--- src/include/iq_macros.svh ---
// Instruction queue cluster sizing
// Depth per lane and the number of execution lanes

`ifndef IQ_MACROS_SVH
`define IQ_MACROS_SVH

// Entries per lane queue
// Must be a power of two, 2 or more, so the pointers wrap on their own
`define IQ_NUM_ENTRIES 8

// One lane per execution class (ALU, MEM, CTRL)
// Tied to the lane_e encoding, not a free knob
`define IQ_NUM_LANES 3

`endif

--- src/rtl/riscv_pkg.sv ---
// RV32I instruction encodings
// Major opcodes and the R / I views of a 32-bit word

package riscv_pkg;

    // Base opcodes handled by the steer unit
    typedef enum logic [6:0] {
        OP     = 7'b0110011,  // Register-register ALU
        OP_IMM = 7'b0010011,  // Register-immediate ALU
        LOAD   = 7'b0000011,
        STORE  = 7'b0100011,
        BRANCH = 7'b1100011,  // Conditional branches
        JAL    = 7'b1101111,
        JALR   = 7'b1100111
    } opcode_e;

    // R-type layout, MSB first
    typedef struct packed {
        logic [6:0] funct7;
        logic [4:0] rs2;
        logic [4:0] rs1;
        logic [2:0] funct3;
        logic [4:0] rd;
        logic [6:0] opcode;  // Raw bits, may hold a non-RV32I value
    } r_fields_t;

    // I-type layout
    typedef struct packed {
        logic [11:0] imm12;   // Sign bit at [11]
        logic [4:0]  rs1;
        logic [2:0]  funct3;
        logic [4:0]  rd;
        logic [6:0]  opcode;
    } i_fields_t;

    // Same 32 bits seen three ways
    typedef union packed {
        logic [31:0] raw;
        r_fields_t   r;   // Register fields
        i_fields_t   i;   // Immediate field
    } instr_word_u;

endpackage

--- src/rtl/iq_pkg.sv ---
// Issue queue micro-architecture types
// Lane encoding, queued entry and the fetch / issue bundles

package iq_pkg;

    import riscv_pkg::*;

    // Execution class, also the queue index
    typedef enum logic [1:0] {
        LANE_ALU  = 2'd0,
        LANE_MEM  = 2'd1,
        LANE_CTRL = 2'd2
    } lane_e;

    // Decoded instruction as held in a lane queue
    typedef struct packed {
        logic        valid;    // Write request into the target queue
        logic        illegal;  // Opcode outside RV32I base set
        lane_e       lane;
        logic [31:0] pc;
        instr_word_u word;     // Original encoding kept for later stages
        logic [4:0]  rd;
        logic [4:0]  rs1;
        logic [4:0]  rs2;
        logic [11:0] imm;      // Zero when the opcode has no I immediate
    } instr_entry_t;

    // Request from fetch
    typedef struct packed {
        logic        valid;
        logic [31:0] pc;
        instr_word_u word;
    } fetch_req_t;

    // Towards operand read
    typedef struct packed {
        logic         valid;
        instr_entry_t entry;
    } issue_t;

endpackage

--- src/rtl/instr_steer.sv ---
// Decode and steer stage
// Splits a fetched word into fields and picks the execution lane

`timescale 1ns/1ps

`include "iq_macros.svh"

module instr_steer
    import riscv_pkg::*;
    import iq_pkg::*;
(
    input  fetch_req_t                 fetch_i,       // Instruction from fetch
    output instr_entry_t               entry_o,       // Decoded entry, shared by all queues
    output lane_e                      lane_o,        // Target lane of entry_o
    input  logic [`IQ_NUM_LANES-1:0]   lane_full_i,   // Per-lane full flags
    output logic                       fetch_ready_o  // Target lane has room
);

    lane_e lane;
    logic  illegal;
    logic  use_imm;  // I-type immediate is meaningful

    // Opcode classification
    always_comb begin
        lane    = LANE_ALU;
        illegal = 1'b0;
        use_imm = 1'b0;
        case (fetch_i.word.r.opcode)
            OP: begin
                lane = LANE_ALU;
            end
            OP_IMM: begin
                lane    = LANE_ALU;
                use_imm = 1'b1;
            end
            LOAD: begin
                lane    = LANE_MEM;
                use_imm = 1'b1;
            end
            STORE: begin
                lane = LANE_MEM;   // S-type imm is split, not taken here
            end
            BRANCH, JAL: begin
                lane = LANE_CTRL;
            end
            JALR: begin
                lane    = LANE_CTRL;
                use_imm = 1'b1;
            end
            default: begin
                lane    = LANE_ALU;  // Unknown opcodes park in ALU
                illegal = 1'b1;
            end
        endcase
    end

    // Back-pressure from the chosen lane only
    assign fetch_ready_o = ~lane_full_i[lane];
    assign lane_o        = lane;

    // Entry assembly
    always_comb begin
        entry_o         = '0;
        entry_o.valid   = fetch_i.valid & fetch_ready_o;  // Only when accepted
        entry_o.illegal = illegal;
        entry_o.lane    = lane;
        entry_o.pc      = fetch_i.pc;
        entry_o.word    = fetch_i.word;
        entry_o.rd      = fetch_i.word.r.rd;   // Register fields from the R view always
        entry_o.rs1     = fetch_i.word.r.rs1;
        entry_o.rs2     = fetch_i.word.r.rs2;
        entry_o.imm     = use_imm ? fetch_i.word.i.imm12 : 12'h000;
    end

endmodule

--- src/rtl/instruction_queue.sv ---
// Per-lane instruction queue
// Circular buffer of decoded entries, head read is combinational

`timescale 1ns/1ps

`include "iq_macros.svh"

module instruction_queue
    import iq_pkg::*;
#(
    parameter int NUM_ENTRIES = `IQ_NUM_ENTRIES
) (
    input  logic         clk_i,
    input  logic         rstn_i,
    input  instr_entry_t instruction_i,  // Written when valid and not full
    input  logic         flush_i,        // Drop every entry
    input  logic         read_head_i,    // Pop the oldest entry
    output instr_entry_t instruction_o,  // Head entry, zero unless popped
    output logic         full_o,
    output logic         empty_o
);

    localparam int PTR_W = $clog2(NUM_ENTRIES);
    localparam int CNT_W = PTR_W + 1;  // Must hold NUM_ENTRIES itself

    logic [PTR_W-1:0] head_q;    // Oldest entry
    logic [PTR_W-1:0] tail_q;    // Next free slot
    logic [CNT_W-1:0] count_q;
    logic             wr_en;
    logic             rd_en;

    instr_entry_t buffer_q [NUM_ENTRIES];

    assign empty_o = (count_q == '0);
    // Also full in reset and flush, which stalls fetch
    assign full_o  = (count_q == CNT_W'(NUM_ENTRIES)) | flush_i | ~rstn_i;

    assign wr_en = instruction_i.valid & ~full_o;
    assign rd_en = read_head_i & ~empty_o;

    // Storage
    always_ff @(posedge clk_i) begin
        if (wr_en) begin
            buffer_q[tail_q] <= instruction_i;
        end
    end

    // Pointers and occupancy
    always_ff @(posedge clk_i or negedge rstn_i) begin
        if (!rstn_i) begin
            head_q  <= '0;
            tail_q  <= '0;
            count_q <= '0;
        end else if (flush_i) begin
            head_q  <= '0;
            tail_q  <= '0;
            count_q <= '0;
        end else begin
            if (wr_en) tail_q <= tail_q + PTR_W'(1);  // Wraps at the power of two
            if (rd_en) head_q <= head_q + PTR_W'(1);
            case ({wr_en, rd_en})
                2'b10:   count_q <= count_q + CNT_W'(1);
                2'b01:   count_q <= count_q - CNT_W'(1);
                default: count_q <= count_q;  // Both or neither
            endcase
        end
    end

    assign instruction_o = rd_en ? buffer_q[head_q] : '0;

    // Occupancy stays within the buffer across all cycles
    a_count_bound: assert property (
        @(posedge clk_i) disable iff (!rstn_i)
        count_q <= CNT_W'(NUM_ENTRIES)
    ) else $error("instruction_queue: count above depth");

    // The selector must never pop an empty lane
    a_no_read_empty: assert property (
        @(posedge clk_i) disable iff (!rstn_i)
        read_head_i |-> !empty_o
    ) else $error("instruction_queue: read while empty");

endmodule

--- src/rtl/issue_select.sv ---
// Round-robin issue selector
// Pops one non-empty lane per cycle towards the downstream stage

`timescale 1ns/1ps

`include "iq_macros.svh"

module issue_select
    import iq_pkg::*;
(
    input  logic                       clk_i,
    input  logic                       rstn_i,
    input  logic                       flush_i,
    input  logic [`IQ_NUM_LANES-1:0]   lane_empty_i,
    input  instr_entry_t               lane_instr_i [`IQ_NUM_LANES],  // Queue heads
    input  logic                       issue_ready_i,
    output logic [`IQ_NUM_LANES-1:0]   read_head_o,   // One-hot pop strobe
    output issue_t                     issue_o
);

    localparam int LANE_W = $clog2(`IQ_NUM_LANES);

    logic [LANE_W-1:0] ptr_q;      // Lane with highest priority
    logic [LANE_W-1:0] grant_idx;
    logic              found;      // Some lane holds work
    logic              grant;

    // First non-empty lane at or after the pointer
    always_comb begin
        int unsigned idx;
        found     = 1'b0;
        grant_idx = '0;
        for (int i = 0; i < `IQ_NUM_LANES; i++) begin
            idx = (int'(ptr_q) + i) % `IQ_NUM_LANES;
            if (!found && !lane_empty_i[idx]) begin
                found     = 1'b1;
                grant_idx = LANE_W'(idx);
            end
        end
    end

    assign grant = found & issue_ready_i & ~flush_i;  // No issue in the flush cycle

    always_comb begin
        read_head_o = '0;
        if (grant) read_head_o[grant_idx] = 1'b1;
    end

    assign issue_o.valid = grant;
    assign issue_o.entry = grant ? lane_instr_i[grant_idx] : '0;

    // Pointer moves past the granted lane
    always_ff @(posedge clk_i or negedge rstn_i) begin
        if (!rstn_i) begin
            ptr_q <= '0;
        end else if (flush_i) begin
            ptr_q <= '0;  // Back to ALU
        end else if (grant) begin
            ptr_q <= (grant_idx == LANE_W'(`IQ_NUM_LANES - 1)) ? '0 : grant_idx + LANE_W'(1);
        end
    end

    // Never pops more than one lane at a time
    a_single_pop: assert property (
        @(posedge clk_i) disable iff (!rstn_i)
        $onehot0(read_head_o)
    ) else $error("issue_select: multiple read strobes");

    // Issue only into a ready stage, carrying a queued entry of the granted lane
    a_issue_ready: assert property (
        @(posedge clk_i) disable iff (!rstn_i)
        issue_o.valid |-> issue_ready_i && issue_o.entry.valid
                          && (issue_o.entry.lane == lane_e'(grant_idx))
    ) else $error("issue_select: issue without ready or from a foreign lane");

endmodule

--- src/rtl/iq_cluster_top.sv ---
// Decode-to-issue cluster
// Steer unit, one queue per execution lane and the issue selector

`timescale 1ns/1ps

`include "iq_macros.svh"

module iq_cluster_top
    import iq_pkg::*;
(
    input  logic       clk_i,
    input  logic       rstn_i,
    input  logic       flush_i,
    input  fetch_req_t fetch_i,
    output logic       fetch_ready_o,
    input  logic       issue_ready_i,
    output issue_t     issue_o
);

    instr_entry_t                   steer_entry;  // Shared decoded entry
    lane_e                          steer_lane;
    logic [`IQ_NUM_LANES-1:0]       lane_full;
    logic [`IQ_NUM_LANES-1:0]       lane_empty;
    logic [`IQ_NUM_LANES-1:0]       read_head;
    instr_entry_t                   lane_out [`IQ_NUM_LANES];

    instr_steer u_steer (
        .fetch_i       (fetch_i),
        .entry_o       (steer_entry),
        .lane_o        (steer_lane),
        .lane_full_i   (lane_full),
        .fetch_ready_o (fetch_ready_o)
    );

    for (genvar k = 0; k < `IQ_NUM_LANES; k++) begin : g_lane
        instr_entry_t lane_in;

        // Valid reaches the target lane only
        always_comb begin
            lane_in       = steer_entry;
            lane_in.valid = steer_entry.valid & (steer_lane == lane_e'(k));
        end

        instruction_queue #(
            .NUM_ENTRIES (`IQ_NUM_ENTRIES)
        ) u_queue (
            .clk_i         (clk_i),
            .rstn_i        (rstn_i),
            .instruction_i (lane_in),
            .flush_i       (flush_i),
            .read_head_i   (read_head[k]),
            .instruction_o (lane_out[k]),
            .full_o        (lane_full[k]),
            .empty_o       (lane_empty[k])
        );
    end

    issue_select u_select (
        .clk_i         (clk_i),
        .rstn_i        (rstn_i),
        .flush_i       (flush_i),
        .lane_empty_i  (lane_empty),
        .lane_instr_i  (lane_out),
        .issue_ready_i (issue_ready_i),
        .read_head_o   (read_head),
        .issue_o       (issue_o)
    );

endmodule

--- config.mk ---
export PLATFORM = sky130hd
export DESIGN_NAME = iq_cluster_top
export DESIGN_NICKNAME = d
export VERILOG_FILES = /design/src/rtl/riscv_pkg.sv /design/src/rtl/iq_pkg.sv /design/src/rtl/instr_steer.sv /design/src/rtl/instruction_queue.sv /design/src/rtl/issue_select.sv /design/src/rtl/iq_cluster_top.sv
export VERILOG_INCLUDE_DIRS = /design/src /design/src/include
export SDC_FILE = /design/constraint.sdc
export NUM_CORES = 2
export LEC_CHECK = 0
export BUFFER_PORTS_ARGS = -buffer_cell sky130_fd_sc_hd__buf_2
export CAP_MARGIN = 5
export CELL_PAD_IN_SITES_DETAIL_PLACEMENT = 0
export CELL_PAD_IN_SITES_GLOBAL_PLACEMENT = 2
export CORE_AREA = 2 2 393 395
export DETAILED_ROUTE_END_ITERATION = 8
export DIE_AREA = 0 0 395 397
export PLACE_DENSITY = 0.8
export SYNTH_ARGS = -nofsm -noshare
export SYNTH_HDL_FRONTEND = slang
export SYNTH_SLANG_ARGS = --single-unit
export TNS_END_PERCENT = 20
--- constraint.sdc ---
create_clock -name clk_i -period 14.55 [get_ports clk_i]
set_input_delay 0.7275 -clock clk_i [delete_from_list [all_inputs] [get_ports clk_i]]
set_output_delay 0.7275 -clock clk_i [all_outputs]
set_load 0.03 [all_outputs]
; ---- Word-level counts from Yosys, hierarchy flattened
; Memories as Yosys holds them, arrays and structs flattened.
; Index checks and enable logic that the tools add are counted.
[word_totals]
regBits = 32
ramBits = 2280
out_inout_bits = 97
memories = 3
[mem_list]
columns = name, words, word_bits, read_ports, rd_ports_with_merged_regs, wr, line_no
row1 = g_lane[0].u_queue.buffer_q, 8, 95, 1, 0, 1, instruction_queue.sv:32  ; instr_entry_t buffer_q [NUM_ENTRIES];
row2 = g_lane[1].u_queue.buffer_q, 8, 95, 1, 0, 1, instruction_queue.sv:32
row3 = g_lane[2].u_queue.buffer_q, 8, 95, 1, 0, 1, instruction_queue.sv:32
[classes]
add_sub_neg = 15
div_mod_pow = 3
order_cmp = 7
eq_ne = 19
mux = 55
bitwise_logic = 28
n_reduce_logical = 24
[op_table]
columns = operator, n
row1 = $mux W95, 6
row2 = $bmux W95 S2, 1
row3 = $lt A32 B3 Y1 const B, 3
row4 = $mod A32 B3 Y32 const B, 2
row5 = $mux W3, 13
row6 = $mod A3 B3 Y32 const B, 1
row7 = $pmux W4 S2, 3
row8 = $eq A7 B7 Y1 const B, 3
row9 = $add A3 B1 Y3 const B, 6
row10 = $mux W1, 16
row11 = $eq A7 B6 Y1 const B, 2
row12 = $reduce_bool A2 Y1, 7
row13 = $add A4 B1 Y4 const B, 3
row14 = $and A1 B1 Y1, 12
row15 = $eq A4 B4 Y1 const B, 3
row16 = $logic_not A4 Y1, 3
row17 = $mux W12, 1
row18 = $mux W2, 6
row19 = $mux W4, 3
row20 = $sub A4 B1 Y4 const B, 3
row21 = $eq A2 B2 Y1 const B, 5
row22 = $not A1 Y1, 9
row23 = $reduce_bool A3 Y1, 3
row24 = $bmux W1 S2, 4
row25 = 19 further kinds, 33

; ---- Depth between registers and ports, before layout
[logic_depth]
depth_word = 21
mapped_depth = 16
ltp_nobuf = 14

; ---- Modules after synthesis
; A second synthesis with hierarchy kept.
[unflattened]
hier_cells = 4678
hier_area_um2 = 93669.8
[modules_own_cells]
columns = module, instances, cells_per_inst, area_per_inst_um2
row1 = instruction_queue, 3, 1283, 29450.7
row2 = issue_select, 1, 712, 4478.0
row3 = instr_steer, 1, 114, 809.5
row4 = iq_cluster_top, 1, 3, 30.0

; ---- Least setup slack after synthesis
; Ideal clock, no wire load.
[synth_path]
kind = in2reg
startpoint = input port fetch_i[4] in the netlist's numbering
endpoint = memory g_lane[2].u_queue.buffer_q[2][0] in the netlist's numbering, enable pin
setup_time_ps = 743
arrival_time_ps = 10165
t_required_ps = 13807
slack_ps = 3642
cell_stages = 5
path_buffers = 0
path_cell_list = and3b_1 -> nand4_1 -> inv_1 -> nand3_1 -> nor4b_1
[synth_rtl]
columns = element, line_no
row1 = "start, declared", iq_cluster_top.sv:14  ; input fetch_req_t fetch_i,
row2 = "end, declared", instruction_queue.sv:32

==> out/metrics.cfg <==
[run_status]
status = completed

[synth]
synth_cell_types = 66
synthFlopType = edfxtp_1
ys_warn_count = 0
synth-compound-area-share_pct = 2.76
synthArstFlopShare_pct = 1.64
synth_area_um2 = 75900
synth_enable_flop_cells = 1920
ys_ff_latch = 1952
synth-adder-area-share_pct = 0.310
synthMuxAreaShare_pct = 16.6
synth.avg_cell_area_um2 = 22.5
synth_nets = 3463
yosysSeqAreaShare_pct = 77.1
synthXorXnorAreaFrac_pct = 0.186
synth_top_family_by_area = multiplexers
yosys.area_share.simple_pct = 1.73
netlist_instances = 3377

[placed_design]
gp_congestion = 0.757
port_buffers = 165
pre_cts_ws_ns = 8.73
hpwl_um = 93100

[cells_and_area]
area_growth_pct = 12.9
finalNetCount = 3720
final_common_cell = edfxtp_1
layout_common_cells = 1,920 x edfxtp_1, 480 x mux4_2, 195 x clkbuf_16
utilization_pct = 56.0
fillCellCount = 11152
layout-drive-gt1-share_pct = 30.3

[timing]
finalHoldViolations = 0
drv_slew = 0
clock_skew_ns = 0.0630
setup_viol = 0
slew_headroom_pct = 17.0
fin_hold_ws_ns = 0.308
worstMarginPinSlew_ns = 1.21
fin_crit_ns = 6.44
timing.fmax_mhz = 155
finalSetupTns_ns = 0
rsz0062_at_grt = no
worst_slack_ns = 8.11
finalCritPeriodShare_pct = 44.2

[pwr]
p_seq_share_pct = 51.6
internal-power_uw = 9290
p_per_area_nw_per_um2 = 141
clkPwrFrac_pct = 40.4
ir_worst_vdd_mv = 0.112
pwr-share-comb_pct = 8.0
p_sw_uw = 2750
p_total_uw = 12000
leakage_uw = 0.0262
swShare_pct = 22.8

[floorplan]
fp.dieH_um = 397
design.core.area_um2 = 153000
die-width_um = 395
die-area_um2 = 157000
ios = 166
start_util_pct = 49.6
num_rows = 144

[cts]
path_clk_slew_ns = 0.06
hold_buffers = 1
post_cts_buffers = 0
clock_path_buffers = 3
cts_tree = yes
cts_resized = 0
htreeDepth = 4
cts_sinks = 1952
numCtsBuffers = 193
clock_latency_ns = 0.83
cts_root_buffer = clkbuf_16

[setup_path]
r2r-end = g_lane[2].u_queue.count_q[3]
rrSetupSlack_ns = 9.17
critPathKind = register to output port
worstPathRequired_ns = 13.82
start_kind = register
rr_startpoint = g_lane[2].u_queue.count_q[2]
arrival_ns = 5.71
end_kind = output port
r2r.worst_path.cells = 14
crit_fanout = 47

[grt]
grt_pass1_wl_um = 250000
grt_usage_pct = 21.9
grt_start_max_net_pins = 92
gr-total-overflow = 0
grt_pass1_vias = 36308
antenna_found_initial = 7

[job]
maxCapViolations = 0

[worst_hold_path]
hold_start = fetch_i[6]
whs_path_depth = 2
min_to = g_lane[0].u_queue.buffer_q[4][33]
worstHoldPathType = input port to register

[routing]
first_iter_violations = 3236
ant_nets = 0
vias = 35597
vias_per_cell = 6.10
drt-total-wl_um = 170000
avgRoutedWirePerCell_um = 29.1
first_pass_iters = 5
post-route-drc-count = 0

==> state kept, by name, indices dropped and copies added, names as in the netlist <==
signal                   cells
g_lane.u_queue.tail_q        9
g_lane.u_queue.head_q        9
g_lane.u_queue.buffer_q   1920
g_lane.u_queue.count_q      12
u_select.ptr_q               2
==> area by class of cell <==
cell class / instances / area (µm²) / share of cell area (%)
tap: 2044 / 2560 / 2.99
inverter: 10 / 37.5 / 0.0438
multi-input combinational: 1199 / 16600 / 19.4
clock buffer: 241 / 5050 / 5.90
clock inverter: 114 / 1190 / 1.39
antenna: 1 / 2.50 / 0.00292
sequential: 1952 / 58500 / 68.3
timing repair buffer: 278 / 1710 / 2.00
==> how the worst max path moves through the flow <==
stage | from | endpoint | slack (ns) | cells after the start
finish | g_lane[1].u_queue.head_q[0] | issue_o[1] | 8.11 | 8
global route | g_lane[1].u_queue.head_q[0] | issue_o[1] | 7.70 | 8
CTS | g_lane[1].u_queue.head_q[0] | issue_o[1] | 7.83 | 8
detailed placement | fetch_i[5] | g_lane[2].u_queue.buffer_q[1][69] | 8.73 | 11
global placement | g_lane[1].u_queue.head_q[0] | issue_o[1] | 8.67 | 8
floorplan | fetch_i[4] | g_lane[2].u_queue.buffer_q[2][0] | 3.64 | 5
==> Yosys cell counts, types with 8 or more instances <==
master / instances / area [µm²]
nand2_1: 22 / 82.6
clkbuf_1: 117 / 439
o21ai_0: 11 / 55.1
mux2_2: 82 / 923
nor2b_1: 83 / 519
nand3_1: 8 / 40.0
nor3_1: 16 / 80.1
mux4_2: 480 / 10800
nor2_1: 24 / 90.1
a21oi_1: 94 / 470
buf_4: 18 / 135
buf_2: 63 / 315
buf_1: 17 / 63.8
ha_1: 14 / 175
edfxtp_1: 1920 / 57700
and2_1: 12 / 75.1
dfrtp_1: 32 / 801
nor3b_1: 8 / 60.1
a211oi_1: 83 / 623
mux2i_1: 87 / 871
a2111oi_0: 80 / 701
==> metrics by stage <==
step                      cell area [µm²]  std cells
final                               85600       5839
after global routing                85600       5838
after CTS                           85600       5837
after detailed placement            79400       5481
after global placement              79400       5480
after floorplan                     75900       3377
==> routing by layer <==
metal / global-route usage (%) / up-vias / wire length, µm
li1: - / 14921 / -
met1: 30.7 / 19266 / 70700
met2: 36.2 / 1168 / 85500
met3: 3.24 / 238 / 9580
met4: 6.18 / 4 / 3950
met5: 0 / - / 27
==> worst max-delay path, stage by stage (launching register included) <==
cell and delay [ns]:
dfrtp_4 0.68, buf_4 0.79, buf_4 0.66, buf_4 0.69
mux4_2 0.35, nor2b_1 0.14, a211oi_1 0.09, a2111oi_2 0.98
buf_2 0.35
==> power groups by stage <==
stage          Sequential [µW]  Combinational [µW]  Clock (µW)
2_1_floorplan             6320                 602           0
3_3_place_gp              6330                 972           0
3_5_place_dp              6330                 981           0
4_1_cts                   6210                 984        4960
5_1_grt                   6210                1030        5180
6_report                  6210                 962        4870
==> logic make-up (layout without fill, tap and decap cells) <==
kind of cell / after synthesis / after routing
buffers and inverters: 226 / 643
muxes: 650 / 650
xor gates and xnor gates: 14 / 14
other: 0 / 1
DFF: 1952 / 1952
and+or+nand+nor: 222 / 222
adders and majority gates: 17 / 17
AOI/OAI and AO/OA: 296 / 296
(Power assumes the default switching activity.)
